<file path="config.mk">
export PLATFORM = sky130hd
export DESIGN_NAME = cpuTop
export DESIGN_NICKNAME = d
export VERILOG_FILES = /design/src/hw/cpuPkg.sv /design/src/hw/registerFile.sv /design/src/hw/decodeStage.sv /design/src/hw/executeStage.sv /design/src/hw/resultStage.sv /design/src/hw/cpuTop.sv
export SDC_FILE = /design/constraint.sdc
export NUM_CORES = 1
export LEC_CHECK = 0
export ABC_AREA = 1
export BUFFER_PORTS_ARGS = -buffer_cell sky130_fd_sc_hd__buf_4
export CAP_MARGIN = 20
export CORE_MARGIN = 5
export CORE_UTILIZATION = 53
export CTS_BUF_LIST = sky130_fd_sc_hd__clkbuf_16
export CTS_CLUSTER_SIZE = 28
export DETAILED_ROUTE_END_ITERATION = 16
export PLACE_DENSITY_LB_ADDON = 0.1
export SYNTH_ARGS = -nofsm -noshare
export SYNTH_HDL_FRONTEND = slang
export SYNTH_SLANG_ARGS = --single-unit
</file>
<file path="constraint.sdc">
create_clock -name clk -period 4.8 [get_ports clk]
set_input_delay 0.24 -clock clk [delete_from_list [all_inputs] [get_ports clk]]
set_output_delay 0.24 -clock clk [all_outputs]
set_load 0.05 [all_outputs]
</file>
<file path="src/hw/cpuPkg.sv">
package cpuPkg;

    localparam int WORD_W   = 16;
    localparam int NUM_REGS = 4;

    typedef logic [WORD_W-1:0] word_t;   // data word, address or instruction
    typedef logic [1:0]        regIdx_t;
    typedef logic [3:0]        opcode_t;
    typedef logic [5:0]        func_t;

    // instruction fields
    //   opcode [15:12], rs [11:10], rt [9:8], rd [7:6], func [5:0]
    //   immediate [7:0], jump target [11:0]

    localparam opcode_t OP_ADI   = 4'd4;
    localparam opcode_t OP_ORI   = 4'd5;
    localparam opcode_t OP_LHI   = 4'd6;
    localparam opcode_t OP_JMP   = 4'd9;
    localparam opcode_t OP_RTYPE = 4'd15;

    localparam func_t FN_ADD = 6'd0;
    localparam func_t FN_SUB = 6'd1;
    localparam func_t FN_AND = 6'd2;
    localparam func_t FN_ORR = 6'd3;
    localparam func_t FN_NOT = 6'd4;
    localparam func_t FN_TCP = 6'd5;
    localparam func_t FN_SHL = 6'd6;
    localparam func_t FN_SHR = 6'd7;
    localparam func_t FN_WWD = 6'd28;
    localparam func_t FN_HLT = 6'd29;

    typedef enum logic [3:0] {
        ALU_ADD,
        ALU_SUB,
        ALU_AND,
        ALU_OR,
        ALU_NOT,
        ALU_TCP,
        ALU_SHL,
        ALU_SHR,
        ALU_PASSB    // LHI, immediate goes straight through
    } aluOp_t;

    typedef struct packed {
        logic    valid;
        aluOp_t  aluOp;
        word_t   opA;        // forwarded rs
        word_t   opB;        // forwarded rt or immediate
        regIdx_t dest;
        logic    regWrite;
        logic    wwd;
        logic    halt;
        word_t   wwdValue;
    } decodeExec_t;

    typedef struct packed {
        logic    valid;
        word_t   result;
        regIdx_t dest;
        logic    regWrite;
        logic    wwd;
        word_t   wwdValue;
        logic    halt;
    } execResult_t;

endpackage

</file>
<file path="src/hw/registerFile.sv">
`timescale 1ns/1ps

module registerFile (
    input  logic            clk,
    input  logic            rstN,
    input  cpuPkg::regIdx_t rdIdxA,
    input  cpuPkg::regIdx_t rdIdxB,
    output cpuPkg::word_t   rdDataA,
    output cpuPkg::word_t   rdDataB,
    input  logic            wrEn,
    input  cpuPkg::regIdx_t wrIdx,
    input  cpuPkg::word_t   wrData
);
    import cpuPkg::*;

    word_t regs [NUM_REGS];

    // reads see the old value during a write; decode forwards around that
    assign rdDataA = regs[rdIdxA];
    assign rdDataB = regs[rdIdxB];

    always_ff @(posedge clk) begin
        if (!rstN) begin
            for (int i = 0; i < NUM_REGS; i++) begin
                regs[i] <= '0;
            end
        end else if (wrEn) begin
            regs[wrIdx] <= wrData;
        end
    end

endmodule

</file>
<file path="src/hw/decodeStage.sv">
`timescale 1ns/1ps

module decodeStage (
    input  logic                clk,
    input  logic                rstN,
    output cpuPkg::word_t       instrAddr,
    input  cpuPkg::word_t       instrData,
    output cpuPkg::regIdx_t     rdIdxA,
    output cpuPkg::regIdx_t     rdIdxB,
    input  cpuPkg::word_t       rdDataA,
    input  cpuPkg::word_t       rdDataB,
    input  cpuPkg::execResult_t execFwd,
    input  logic                wbEn,
    input  cpuPkg::regIdx_t     wbIdx,
    input  cpuPkg::word_t       wbData,
    output cpuPkg::decodeExec_t toExec
);
    import cpuPkg::*;

    word_t   pc;
    word_t   latchInstr;
    word_t   latchPc;       // address of the latched instruction
    logic    latchValid;
    logic    frozen;        // set once HLT is decoded

    opcode_t opcode;
    func_t   func;
    regIdx_t rs;
    regIdx_t rt;
    regIdx_t rd;

    aluOp_t  aluOp;
    logic    regWrite;
    logic    isWwd;
    logic    isHalt;
    logic    isJmp;
    logic    useImm;
    word_t   imm;
    regIdx_t dest;
    word_t   srcA;
    word_t   srcB;
    word_t   jmpTarget;
    logic    takeJmp;
    logic    takeHalt;

    // newest first: execute register, then the write in progress, then the file
    function automatic word_t forwardOperand(input regIdx_t idx, input word_t rfVal);
        if (execFwd.valid && execFwd.regWrite && execFwd.dest == idx) begin
            return execFwd.result;
        end else if (wbEn && wbIdx == idx) begin
            return wbData;
        end
        return rfVal;
    endfunction

    assign opcode    = latchInstr[15:12];
    assign rs        = latchInstr[11:10];
    assign rt        = latchInstr[9:8];
    assign rd        = latchInstr[7:6];
    assign func      = latchInstr[5:0];
    assign jmpTarget = {latchPc[15:12], latchInstr[11:0]};
    assign instrAddr = pc;
    assign rdIdxA    = rs;
    assign rdIdxB    = rt;
    assign takeJmp   = latchValid && isJmp;
    assign takeHalt  = latchValid && isHalt;

    always_comb begin
        aluOp    = ALU_ADD;
        regWrite = 1'b0;
        isWwd    = 1'b0;
        isHalt   = 1'b0;
        isJmp    = 1'b0;
        useImm   = 1'b0;
        dest     = rd;
        imm      = {{8{latchInstr[7]}}, latchInstr[7:0]};   // ADI sign extension
        case (opcode)
            OP_RTYPE: begin
                regWrite = 1'b1;
                case (func)
                    FN_ADD: aluOp = ALU_ADD;
                    FN_SUB: aluOp = ALU_SUB;
                    FN_AND: aluOp = ALU_AND;
                    FN_ORR: aluOp = ALU_OR;
                    FN_NOT: aluOp = ALU_NOT;
                    FN_TCP: aluOp = ALU_TCP;
                    FN_SHL: aluOp = ALU_SHL;
                    FN_SHR: aluOp = ALU_SHR;
                    FN_WWD: begin
                        regWrite = 1'b0;
                        isWwd    = 1'b1;
                    end
                    FN_HLT: begin
                        regWrite = 1'b0;
                        isHalt   = 1'b1;
                    end
                    default: regWrite = 1'b0;   // unknown func retires as a no-op
                endcase
            end
            OP_ADI: begin
                useImm   = 1'b1;
                dest     = rt;
                regWrite = 1'b1;
            end
            OP_ORI: begin
                aluOp    = ALU_OR;
                useImm   = 1'b1;
                imm      = {8'h00, latchInstr[7:0]};
                dest     = rt;
                regWrite = 1'b1;
            end
            OP_LHI: begin
                aluOp    = ALU_PASSB;
                useImm   = 1'b1;
                imm      = {latchInstr[7:0], 8'h00};
                dest     = rt;
                regWrite = 1'b1;
            end
            OP_JMP: isJmp = 1'b1;   // still counted, writes nothing
            default: ;
        endcase
    end

    always_comb begin
        srcA = forwardOperand(rs, rdDataA);
        srcB = forwardOperand(rt, rdDataB);
    end

    always_comb begin
        toExec.valid    = latchValid;
        toExec.aluOp    = aluOp;
        toExec.opA      = srcA;
        toExec.opB      = useImm ? imm : srcB;
        toExec.dest     = dest;
        toExec.regWrite = regWrite;
        toExec.wwd      = isWwd;
        toExec.halt     = isHalt;
        toExec.wwdValue = srcA;   // WWD prints rs
    end

    always_ff @(posedge clk) begin
        latchInstr <= instrData;
        latchPc    <= pc;
        if (!rstN) begin
            pc         <= '0;
            latchValid <= 1'b0;
            frozen     <= 1'b0;
        end else if (frozen || takeHalt) begin
            latchValid <= 1'b0;     // pc holds, nothing more enters
            frozen     <= 1'b1;
        end else if (takeJmp) begin
            pc         <= jmpTarget;
            latchValid <= 1'b0;     // squash the slot fetched behind the JMP
        end else begin
            pc         <= pc + word_t'(1);
            latchValid <= 1'b1;
        end
    end

endmodule

</file>
<file path="src/hw/executeStage.sv">
`timescale 1ns/1ps

module executeStage (
    input  logic                clk,
    input  logic                rstN,
    input  cpuPkg::decodeExec_t fromDecode,
    output cpuPkg::execResult_t toResult
);
    import cpuPkg::*;

    word_t       a;
    word_t       b;
    word_t       aluOut;
    execResult_t nextResult;

    assign a = fromDecode.opA;
    assign b = fromDecode.opB;

    // all results wrap at 16 bits
    always_comb begin
        case (fromDecode.aluOp)
            ALU_ADD: begin
                aluOut = a + b;
            end
            ALU_SUB: begin
                aluOut = a - b;
            end
            ALU_AND: begin
                aluOut = a & b;
            end
            ALU_OR: begin
                aluOut = a | b;
            end
            ALU_NOT: begin
                aluOut = ~a;
            end
            ALU_TCP: begin
                aluOut = ~a + word_t'(1);     // two's complement negate
            end
            ALU_SHL: begin
                aluOut = {a[WORD_W-2:0], 1'b0};
            end
            ALU_SHR: begin
                aluOut = {a[WORD_W-1], a[WORD_W-1:1]};   // keeps the sign bit
            end
            ALU_PASSB: begin
                aluOut = b;
            end
            default: begin
                aluOut = '0;
            end
        endcase
    end

    always_comb begin
        nextResult.valid    = fromDecode.valid;
        nextResult.result   = aluOut;
        nextResult.dest     = fromDecode.dest;
        nextResult.regWrite = fromDecode.regWrite;
        nextResult.wwd      = fromDecode.wwd;
        nextResult.wwdValue = fromDecode.wwdValue;
        nextResult.halt     = fromDecode.halt;
    end

    // also the newest forwarding source for decode
    always_ff @(posedge clk) begin
        toResult <= nextResult;
        if (!rstN) begin
            toResult.valid <= 1'b0;
        end
    end

endmodule

</file>
<file path="src/hw/resultStage.sv">
`timescale 1ns/1ps

module resultStage (
    input  logic                clk,
    input  logic                rstN,
    input  cpuPkg::execResult_t fromExec,
    output logic                wbEn,
    output cpuPkg::regIdx_t     wbIdx,
    output cpuPkg::word_t       wbData,
    output cpuPkg::word_t       outputPort,
    output logic                outputValid,
    output cpuPkg::word_t       numInst,
    output logic                halted
);
    import cpuPkg::*;

    execResult_t entry;

    always_ff @(posedge clk) begin
        entry <= fromExec;
        if (!rstN) begin
            entry.valid <= 1'b0;
        end
    end

    // register file write happens at the edge after the entry lands here
    assign wbEn   = entry.valid && entry.regWrite;
    assign wbIdx  = entry.dest;
    assign wbData = entry.result;

    assign outputPort  = entry.wwdValue;
    assign outputValid = entry.valid && entry.wwd;   // one cycle per WWD

    // count and halt update as the entry is captured
    always_ff @(posedge clk) begin
        if (!rstN) begin
            numInst <= '0;
            halted  <= 1'b0;
        end else begin
            if (fromExec.valid) begin
                numInst <= numInst + word_t'(1);   // bubbles are not counted
            end
            if (fromExec.valid && fromExec.halt) begin
                halted <= 1'b1;     // sticky until reset
            end
        end
    end

endmodule

</file>
<file path="src/hw/cpuTop.sv">
`timescale 1ns/1ps

module cpuTop (
    input  logic          clk,
    input  logic          rstN,
    input  cpuPkg::word_t instrData,
    output cpuPkg::word_t instrAddr,
    output cpuPkg::word_t outputPort,
    output logic          outputValid,
    output cpuPkg::word_t numInst,
    output logic          halted
);
    import cpuPkg::*;

    regIdx_t     rdIdxA;
    regIdx_t     rdIdxB;
    word_t       rdDataA;
    word_t       rdDataB;
    logic        wbEn;
    regIdx_t     wbIdx;
    word_t       wbData;
    decodeExec_t decToExec;
    execResult_t execToResult;   // also fed back for forwarding

    decodeStage decodeStage_inst (
        .clk       (clk),
        .rstN      (rstN),
        .instrAddr (instrAddr),
        .instrData (instrData),
        .rdIdxA    (rdIdxA),
        .rdIdxB    (rdIdxB),
        .rdDataA   (rdDataA),
        .rdDataB   (rdDataB),
        .execFwd   (execToResult),
        .wbEn      (wbEn),
        .wbIdx     (wbIdx),
        .wbData    (wbData),
        .toExec    (decToExec)
    );

    registerFile registerFile_inst (
        .clk     (clk),
        .rstN    (rstN),
        .rdIdxA  (rdIdxA),
        .rdIdxB  (rdIdxB),
        .rdDataA (rdDataA),
        .rdDataB (rdDataB),
        .wrEn    (wbEn),
        .wrIdx   (wbIdx),
        .wrData  (wbData)
    );

    executeStage executeStage_inst (
        .clk        (clk),
        .rstN       (rstN),
        .fromDecode (decToExec),
        .toResult   (execToResult)
    );

    resultStage resultStage_inst (
        .clk         (clk),
        .rstN        (rstN),
        .fromExec    (execToResult),
        .wbEn        (wbEn),
        .wbIdx       (wbIdx),
        .wbData      (wbData),
        .outputPort  (outputPort),
        .outputValid (outputValid),
        .numInst     (numInst),
        .halted      (halted)
    );

endmodule

</file>
After elaboration in Yosys (flattened, before gate mapping). Memory sizes are Yosys's and may differ from the RTL's. A register that Yosys moved wholly into a read port is not among the register bits. Cells that the tools add are included.

Register bits: 142. Bits of input ports: 18. RAM bits: 64. Memories kept: 1. Output and inout port bits: 50. Word-level logic and storage cells: 105.

Memory list: registerFile_inst.regs (depth 4, bits a word 16, rd ports 2, clocked after memory_dff 2, write ports 4, RTL line registerFile.sv:16) `word_t regs [NUM_REGS];`.

Muxes and demuxes: 32. Bitwise gates (word level): 4. Reductions and logical operators: 17. Add/subtract/negate cells: 5. Equal/unequal tests: 26.

Operators with widths (number): 16-bit two-way mux (9); 16-bit case mux with 9 select lines (1); 16-bit by 1-bit adder with 16-bit output, second input constant (3); 16-bit case mux with 2 select lines (1); 4-bit by 3-bit equality test with 1-bit output, second input constant (7); 6-bit by 3-bit equality test with 1-bit output, second input constant (4); 3-bit case mux with 7 select lines (1); 16-bit adder (1); 16-bit AND (1); 1-bit two-way mux (16); 16-bit inverter (1); 16-bit bitwise OR (1); 16-bit OR reduction (1); 16-bit subtractor (1); 4-bit equality test, second input constant (3); 6-bit by 2-bit equality test with 1-bit output, second input constant (2); 6-bit by 5-bit equality test with 1-bit output, second input constant (2); 4-bit case mux with 3 select lines (1); 1-bit logical AND (10); 2-bit equality test (4); 4-bit by 2-bit equality test with 1-bit output, second input constant (2); 8-bit OR reduction (1); 6-bit by 1-bit equality test with 1-bit output, second input constant (1); 6-bit zero test (1); 8 further kinds (9).

Logic depth before layout (Yosys ltp).
Depth after elaboration: 8. Gate-level depth with buffers: 28. Mapped depth without buffers: 27.

Modules after synthesis. Synthesis repeated with hierarchy kept, for this count alone.

Cells, all modules: 1687. Area total of the unflattened synthesis: 11916.4 µm².

Modules (own cells, without submodules): registerFile (area an instance 3679.8 µm², seq. area each 1921.8 µm², cells an instance 473, instances 1); executeStage (area an instance 3289.4 µm², seq. area each 760.7 µm², cells an instance 510, instances 1); decodeStage (area an instance 3076.7 µm², seq. area each 760.7 µm², cells an instance 508, instances 1); resultStage (area an instance 1870.5 µm², seq. area each 1081.0 µm², cells an instance 196, instances 1).

Worst setup path after synthesis. No wires, ideal clock.

Path kind: register -> register. Start point: reg decodeStage_inst.latchInstr[9]. End point: reg executeStage_inst.toResult[34] in the netlist's numbering. Arrival time: 3.536 ns. Stages on the path, launching flop included: 29. Buffers on the path: 1. Library setup time: 0.123 ns. Required time: 4.677 ns. Slack: 1.141 ns. Clock period less this slack: 3.659 ns. Cell sequence: dfxtp_1 -> buf_6 -> inv_2 -> nand2_1 -> nand2_1 -> nand2_1 -> nor2_2 -> nor2_1 -> nand2_1 -> nand3_1 -> o21ai_1 -> inv_1 -> ha_1 -> nand3_1 -> nor3_2 -> or2_2 -> xor2_1 -> ha_1 -> nand2_1 -> inv_1 -> nand2_1 -> o311ai_0 -> nand3_1 -> nand2_1 -> nand3_1 -> nand2_1 -> a21oi_1 -> o21ai_0 -> nand3_1.

Cells in the longest elaborated chain, start to end: 8. Elaborated cells on any way between the ends: 14. Classes of those cells: add/sub: 2; eq/ne: 2; mux: 6; bitwise: 2; reduce/logical: 2.

RTL lines: from (decl) (RTL line decodeStage.sv:21) `word_t latchInstr;`; from (signal assigned) (RTL line decodeStage.sv:142) `latchInstr <= instrData;`; 2-bit equality test (RTL line decodeStage.sv:50) `end else if (wbEn && wbIdx == idx) begin`; 1-bit logical AND (RTL line decodeStage.sv:50); 1-bit two-way mux (RTL line decodeStage.sv:50); 1-bit two-way mux (RTL line decodeStage.sv:48) `if (execFwd.valid && execFwd.regWrite && execFwd.dest == idx) begin`; 16-bit two-way mux * (RTL line decodeStage.sv:53) `return rfVal;`; 16-bit two-way mux * (RTL line decodeStage.sv:133) `toExec.opB = useImm ? imm : srcB;`; 16-bit subtractor (tied with other cells) (RTL line executeStage.sv:26) `aluOut = a - b;`; 16-bit case mux with 9 select lines * (RTL line executeStage.sv:21) `case (fromDecode.aluOp)`; named net executeStage_inst.aluOut[13] (RTL line executeStage.sv:13) `word_t aluOut;`; to (signal assigned) (RTL line executeStage.sv:67) `toResult <= nextResult;`; to (decl) (RTL line executeStage.sv:7) `output cpuPkg::execResult_t toResult`.

The timed path passes the listed nets; every way through them passes the cells marked *. A chain may end at the register's enable or synchronous reset.

Worst setup path in the final report. Same ends and word-level chain as after synthesis.

==> flow_metrics.py <==
metrics = {
    "worst_setup_path": {
        "cp_max_fo": 15,
        "reg2reg_to": "executeStage_inst.toResult[34]",
        "r2r-start": "decodeStage_inst.latchInstr[9]",
        "cp.depth": 26,
        "r2r_setup_slack_ns": 0.52,
        "cp.arrival_ns": 4.60,
        "cp-end-kind": "flip-flop",
        "crit_type": "flip-flop to flip-flop",
        "worst_ep_required_time_ns": 5.13,
        "critPathMostFrequentCell": "nand2_1",
        "path_delay_family": "simple AND/OR/NAND/NOR gates",
        "ff2ff_path_depth": 26,
        "critical_path_buf_inv_count": 4,
        "critPathLaunchType": "flip-flop",
        "cpPeakStageDelay_ns": 0.48,
        "crit_slowest_cell": "nor2_2",
    },
    "power_and_ir_drop": {
        "power.density_nw_per_um2": 369,
        "vdd_drop_max_mv": 0.287,
        "power_leakage_nw": 5.35,
    },
    "detailed_routing": {
        "via_per_inst": 5.58,
        "firstDrtPassIters": 7,
        "vias": 9794,
        "ant_nets": 0,
        "avgRoutedWirePerCell_um": 17.4,
        "drt_iter0_markers": 994,
        "drc": 0,
        "routed_wl_um": 30600,
    },
    "placement": {
        "globalplace.congestion": 0.962,
        "hpwl_um": 22200,
        "portBuffers": 67,
        "pre_cts_slack_ns": 0.411,
    },
    "grt": {
        "first_global_vias": 9272,
        "grt_pass1_wl_um": 48900,
        "grt_max_degree": 36,
        "grt_antenna_before_repair": 0,
        "grt.overflow.total": 0,
        "grtUsageTotal_pct": 26.1,
    },
    "timing": {
        "rsz0062_at_grt": "false",
        "min_period_over_period_pct": 89.1,
        "slew_viol_final": 0,
        "tns_ns": 0,
        "post-route-min-period_ns": 4.28,
        "worst_slack_ns": 0.525,
        "finClkSkew_ns": 0.00891,
        "max_slew_margin_pct": 37.6,
        "clock.fmax_ghz": 0.234,
        "final_hold_viol_count": 0,
        "tightest_slew_ns": 0.933,
        "setup_viol": 0,
    },
    "synthesis": {
        "synth.distinct_cells": 60,
        "synthCells": 1415,
        "syn-cell-area_sq_um": 10700,
        "synth.area.top_cells": "dfxtp_1 24%, edfxtp_1 18%, nand2_1 10%, nor2_1 5.6%, inv_1 5.0%",
        "yosys_warnings": 0,
        "yosys.area.top_type_share_pct": 24.2,
        "ys_top_cells_by_count": "285 x nand2_1, 161 x nor2_1, 144 x inv_1",
        "synth.yosys.seq_area_share_pct": 42.1,
        "synthesis.nets": 1457,
        "synth.most_common_cell": "nand2_1",
        "ys_ff_latch": 194,
        "synth_area_leader_cell": "dfxtp_1",
        "ys.flop_type": "dfxtp_1",
        "synth-edff-count": 64,
        "async_flop_share_pct": 0,
        "syn_avg_cell_area_sq_um": 7.59,
    },
    "min_path": {
        "hold_start": "rstN",
        "hold_end": "resultStage_inst.entry[37]",
        "holdCritPathClass": "input port to flip-flop",
        "hold_depth": 3,
    },
    "clocking": {
        "worstSkewPairLatency_ns": 0.44,
        "cts_tree": "built",
        "cts_sinks": 194,
        "ctsRootBufferMaster": "clkbuf_16",
        "htreeDepth": 4,
        "clk_path_buf_depth": 2,
        "cts.clk_slew.worst_paths_ns": 0.07,
        "cts_buffers": 17,
    },
    "floorplan": {
        "num_rows": 52,
        "start_util_pct": 53.4,
        "die_y_um": 152,
        "die_area_sq_um": 23200,
        "core_area_sq_um": 20100,
        "chipWidth_um": 152,
        "pin_count": 68,
    },
    "run_status": {
        "status": "complete, no violations",
    },
    "finish": {
        "diodes": 0,
        "nets": 1515,
        "area_growth_syn_to_layout_pct": 13.2,
        "drive_above_1_share_pct": 14.7,
        "nFillCells": 1821,
    },
    "job": {
        "maxCapViolations": 0,
    },
}
## metrics by stage
stage	utilization [%]	cell area [sq um]	hold WS [ns]	power [mW]	instances
global route	60.5	12200	0.152	4.68	1756
CTS	60.5	12200	0.148	4.48	1756
global placement	56.5	11400	0.310	2.95	1708
floorplan	-	10700	0.268	2.67	1415
finish	60.5	12200	0.153	4.49	1756
detailed placement	56.5	11400	0.313	2.96	1708
## worst min-delay path, delay by kind of cell
family,cells,cell delay (ns)
buffers and inverters,2,0.22
AND/OR/NAND/NOR,1,0.09
## per-layer routing
layer / vias up / part of all wire [%] / wire (um) / global-route usage, %
li1: 4807 / - / - / -
met1: 4531 / 43 / 13100 / 35.0
met2: 393 / 48 / 14500 / 43.9
met3: 63 / 7.0 / 2130 / 3.78
met4: 0 / 2.6 / 792 / 8.26
met5: - / 0 / 0 / 0
## worst max path at each step
stage	startpoint	to	slack [ns]
floorplan	decodeStage_inst.latchInstr[9]	executeStage_inst.toResult[34]	1.14
global placement	decodeStage_inst.latchInstr[9]	executeStage_inst.toResult[34]	0.53
detailed placement	decodeStage_inst.latchInstr[9]	executeStage_inst.toResult[34]	0.41
CTS	decodeStage_inst.latchInstr[9]	executeStage_inst.toResult[34]	0.40
global route	decodeStage_inst.latchInstr[9]	executeStage_inst.toResult[34]	0.04
finish	decodeStage_inst.latchInstr[9]	executeStage_inst.toResult[34]	0.52
## registers in the layout, indices dropped and copies added, names as in the netlist, 4 cells and up
name	flops
registerFile_inst.regs	64
executeStage_inst.toResult	38
decodeStage_inst.instrAddr	16
decodeStage_inst.latchInstr	16
resultStage_inst.numInst	16
resultStage_inst.outputPort	16
resultStage_inst.wbData	16
decodeStage_inst.latchPc	4
## final cells by class
cell class,count,area (sq um),area share (%)
clock buffer,19,475,3.91
inverter,173,652,5.36
clock inverter,13,160,1.32
multi-input combinational,984,5190,42.7
timing repair buffer,103,813,6.69
sequential,194,4520,37.2
tap,270,338,2.78
## kinds of logic after synthesis
kind of cell,Yosys count,share of synthesized area [%]
simple gates,663,27.9
fa+ha+maj,24,2.87
buf+inv,237,9.59
flops,194,42.1
xor+xnor,32,2.68
compound gates,265,14.8
## placed cells by master (no fill, tap or decap), types with 19 or more instances in the layout
| master | netlist | routed |
|---|---|---|
| a21oi_1 | 83 | 83 |
| buf_4 | 20 | 87 |
| clkbuf_16 | 0 | 19 |
| dfxtp_1 | 130 | 130 |
| edfxtp_1 | 64 | 64 |
| ha_1 | 23 | 23 |
| inv_1 | 144 | 144 |
| inv_2 | 23 | 24 |
| nand2_1 | 285 | 285 |
| nand3_1 | 104 | 104 |
| nand3_2 | 19 | 19 |
| nor2_1 | 161 | 160 |
| nor3_1 | 33 | 33 |
| o21ai_0 | 81 | 80 |
| o22ai_1 | 19 | 19 |
| xor2_1 | 28 | 28 |
## where the power goes
group / internal, mW / total [mW] / switching, mW
combinational: 0.290 / 0.957 / 0.666
clock: 0.849 / 1.54 / 0.690
sequential: 1.87 / 1.99 / 0.118
total: 3.01 / 4.49 / 1.47
## timing repair
item                                    CTS  global route
resized for setup                         0             2
hold buffers                             16             0
endpoints found under the setup margin    0             3
buffers inserted                          0             0
hold endpoints to repair                 16             0
Power figures use the tool's default switching activity.
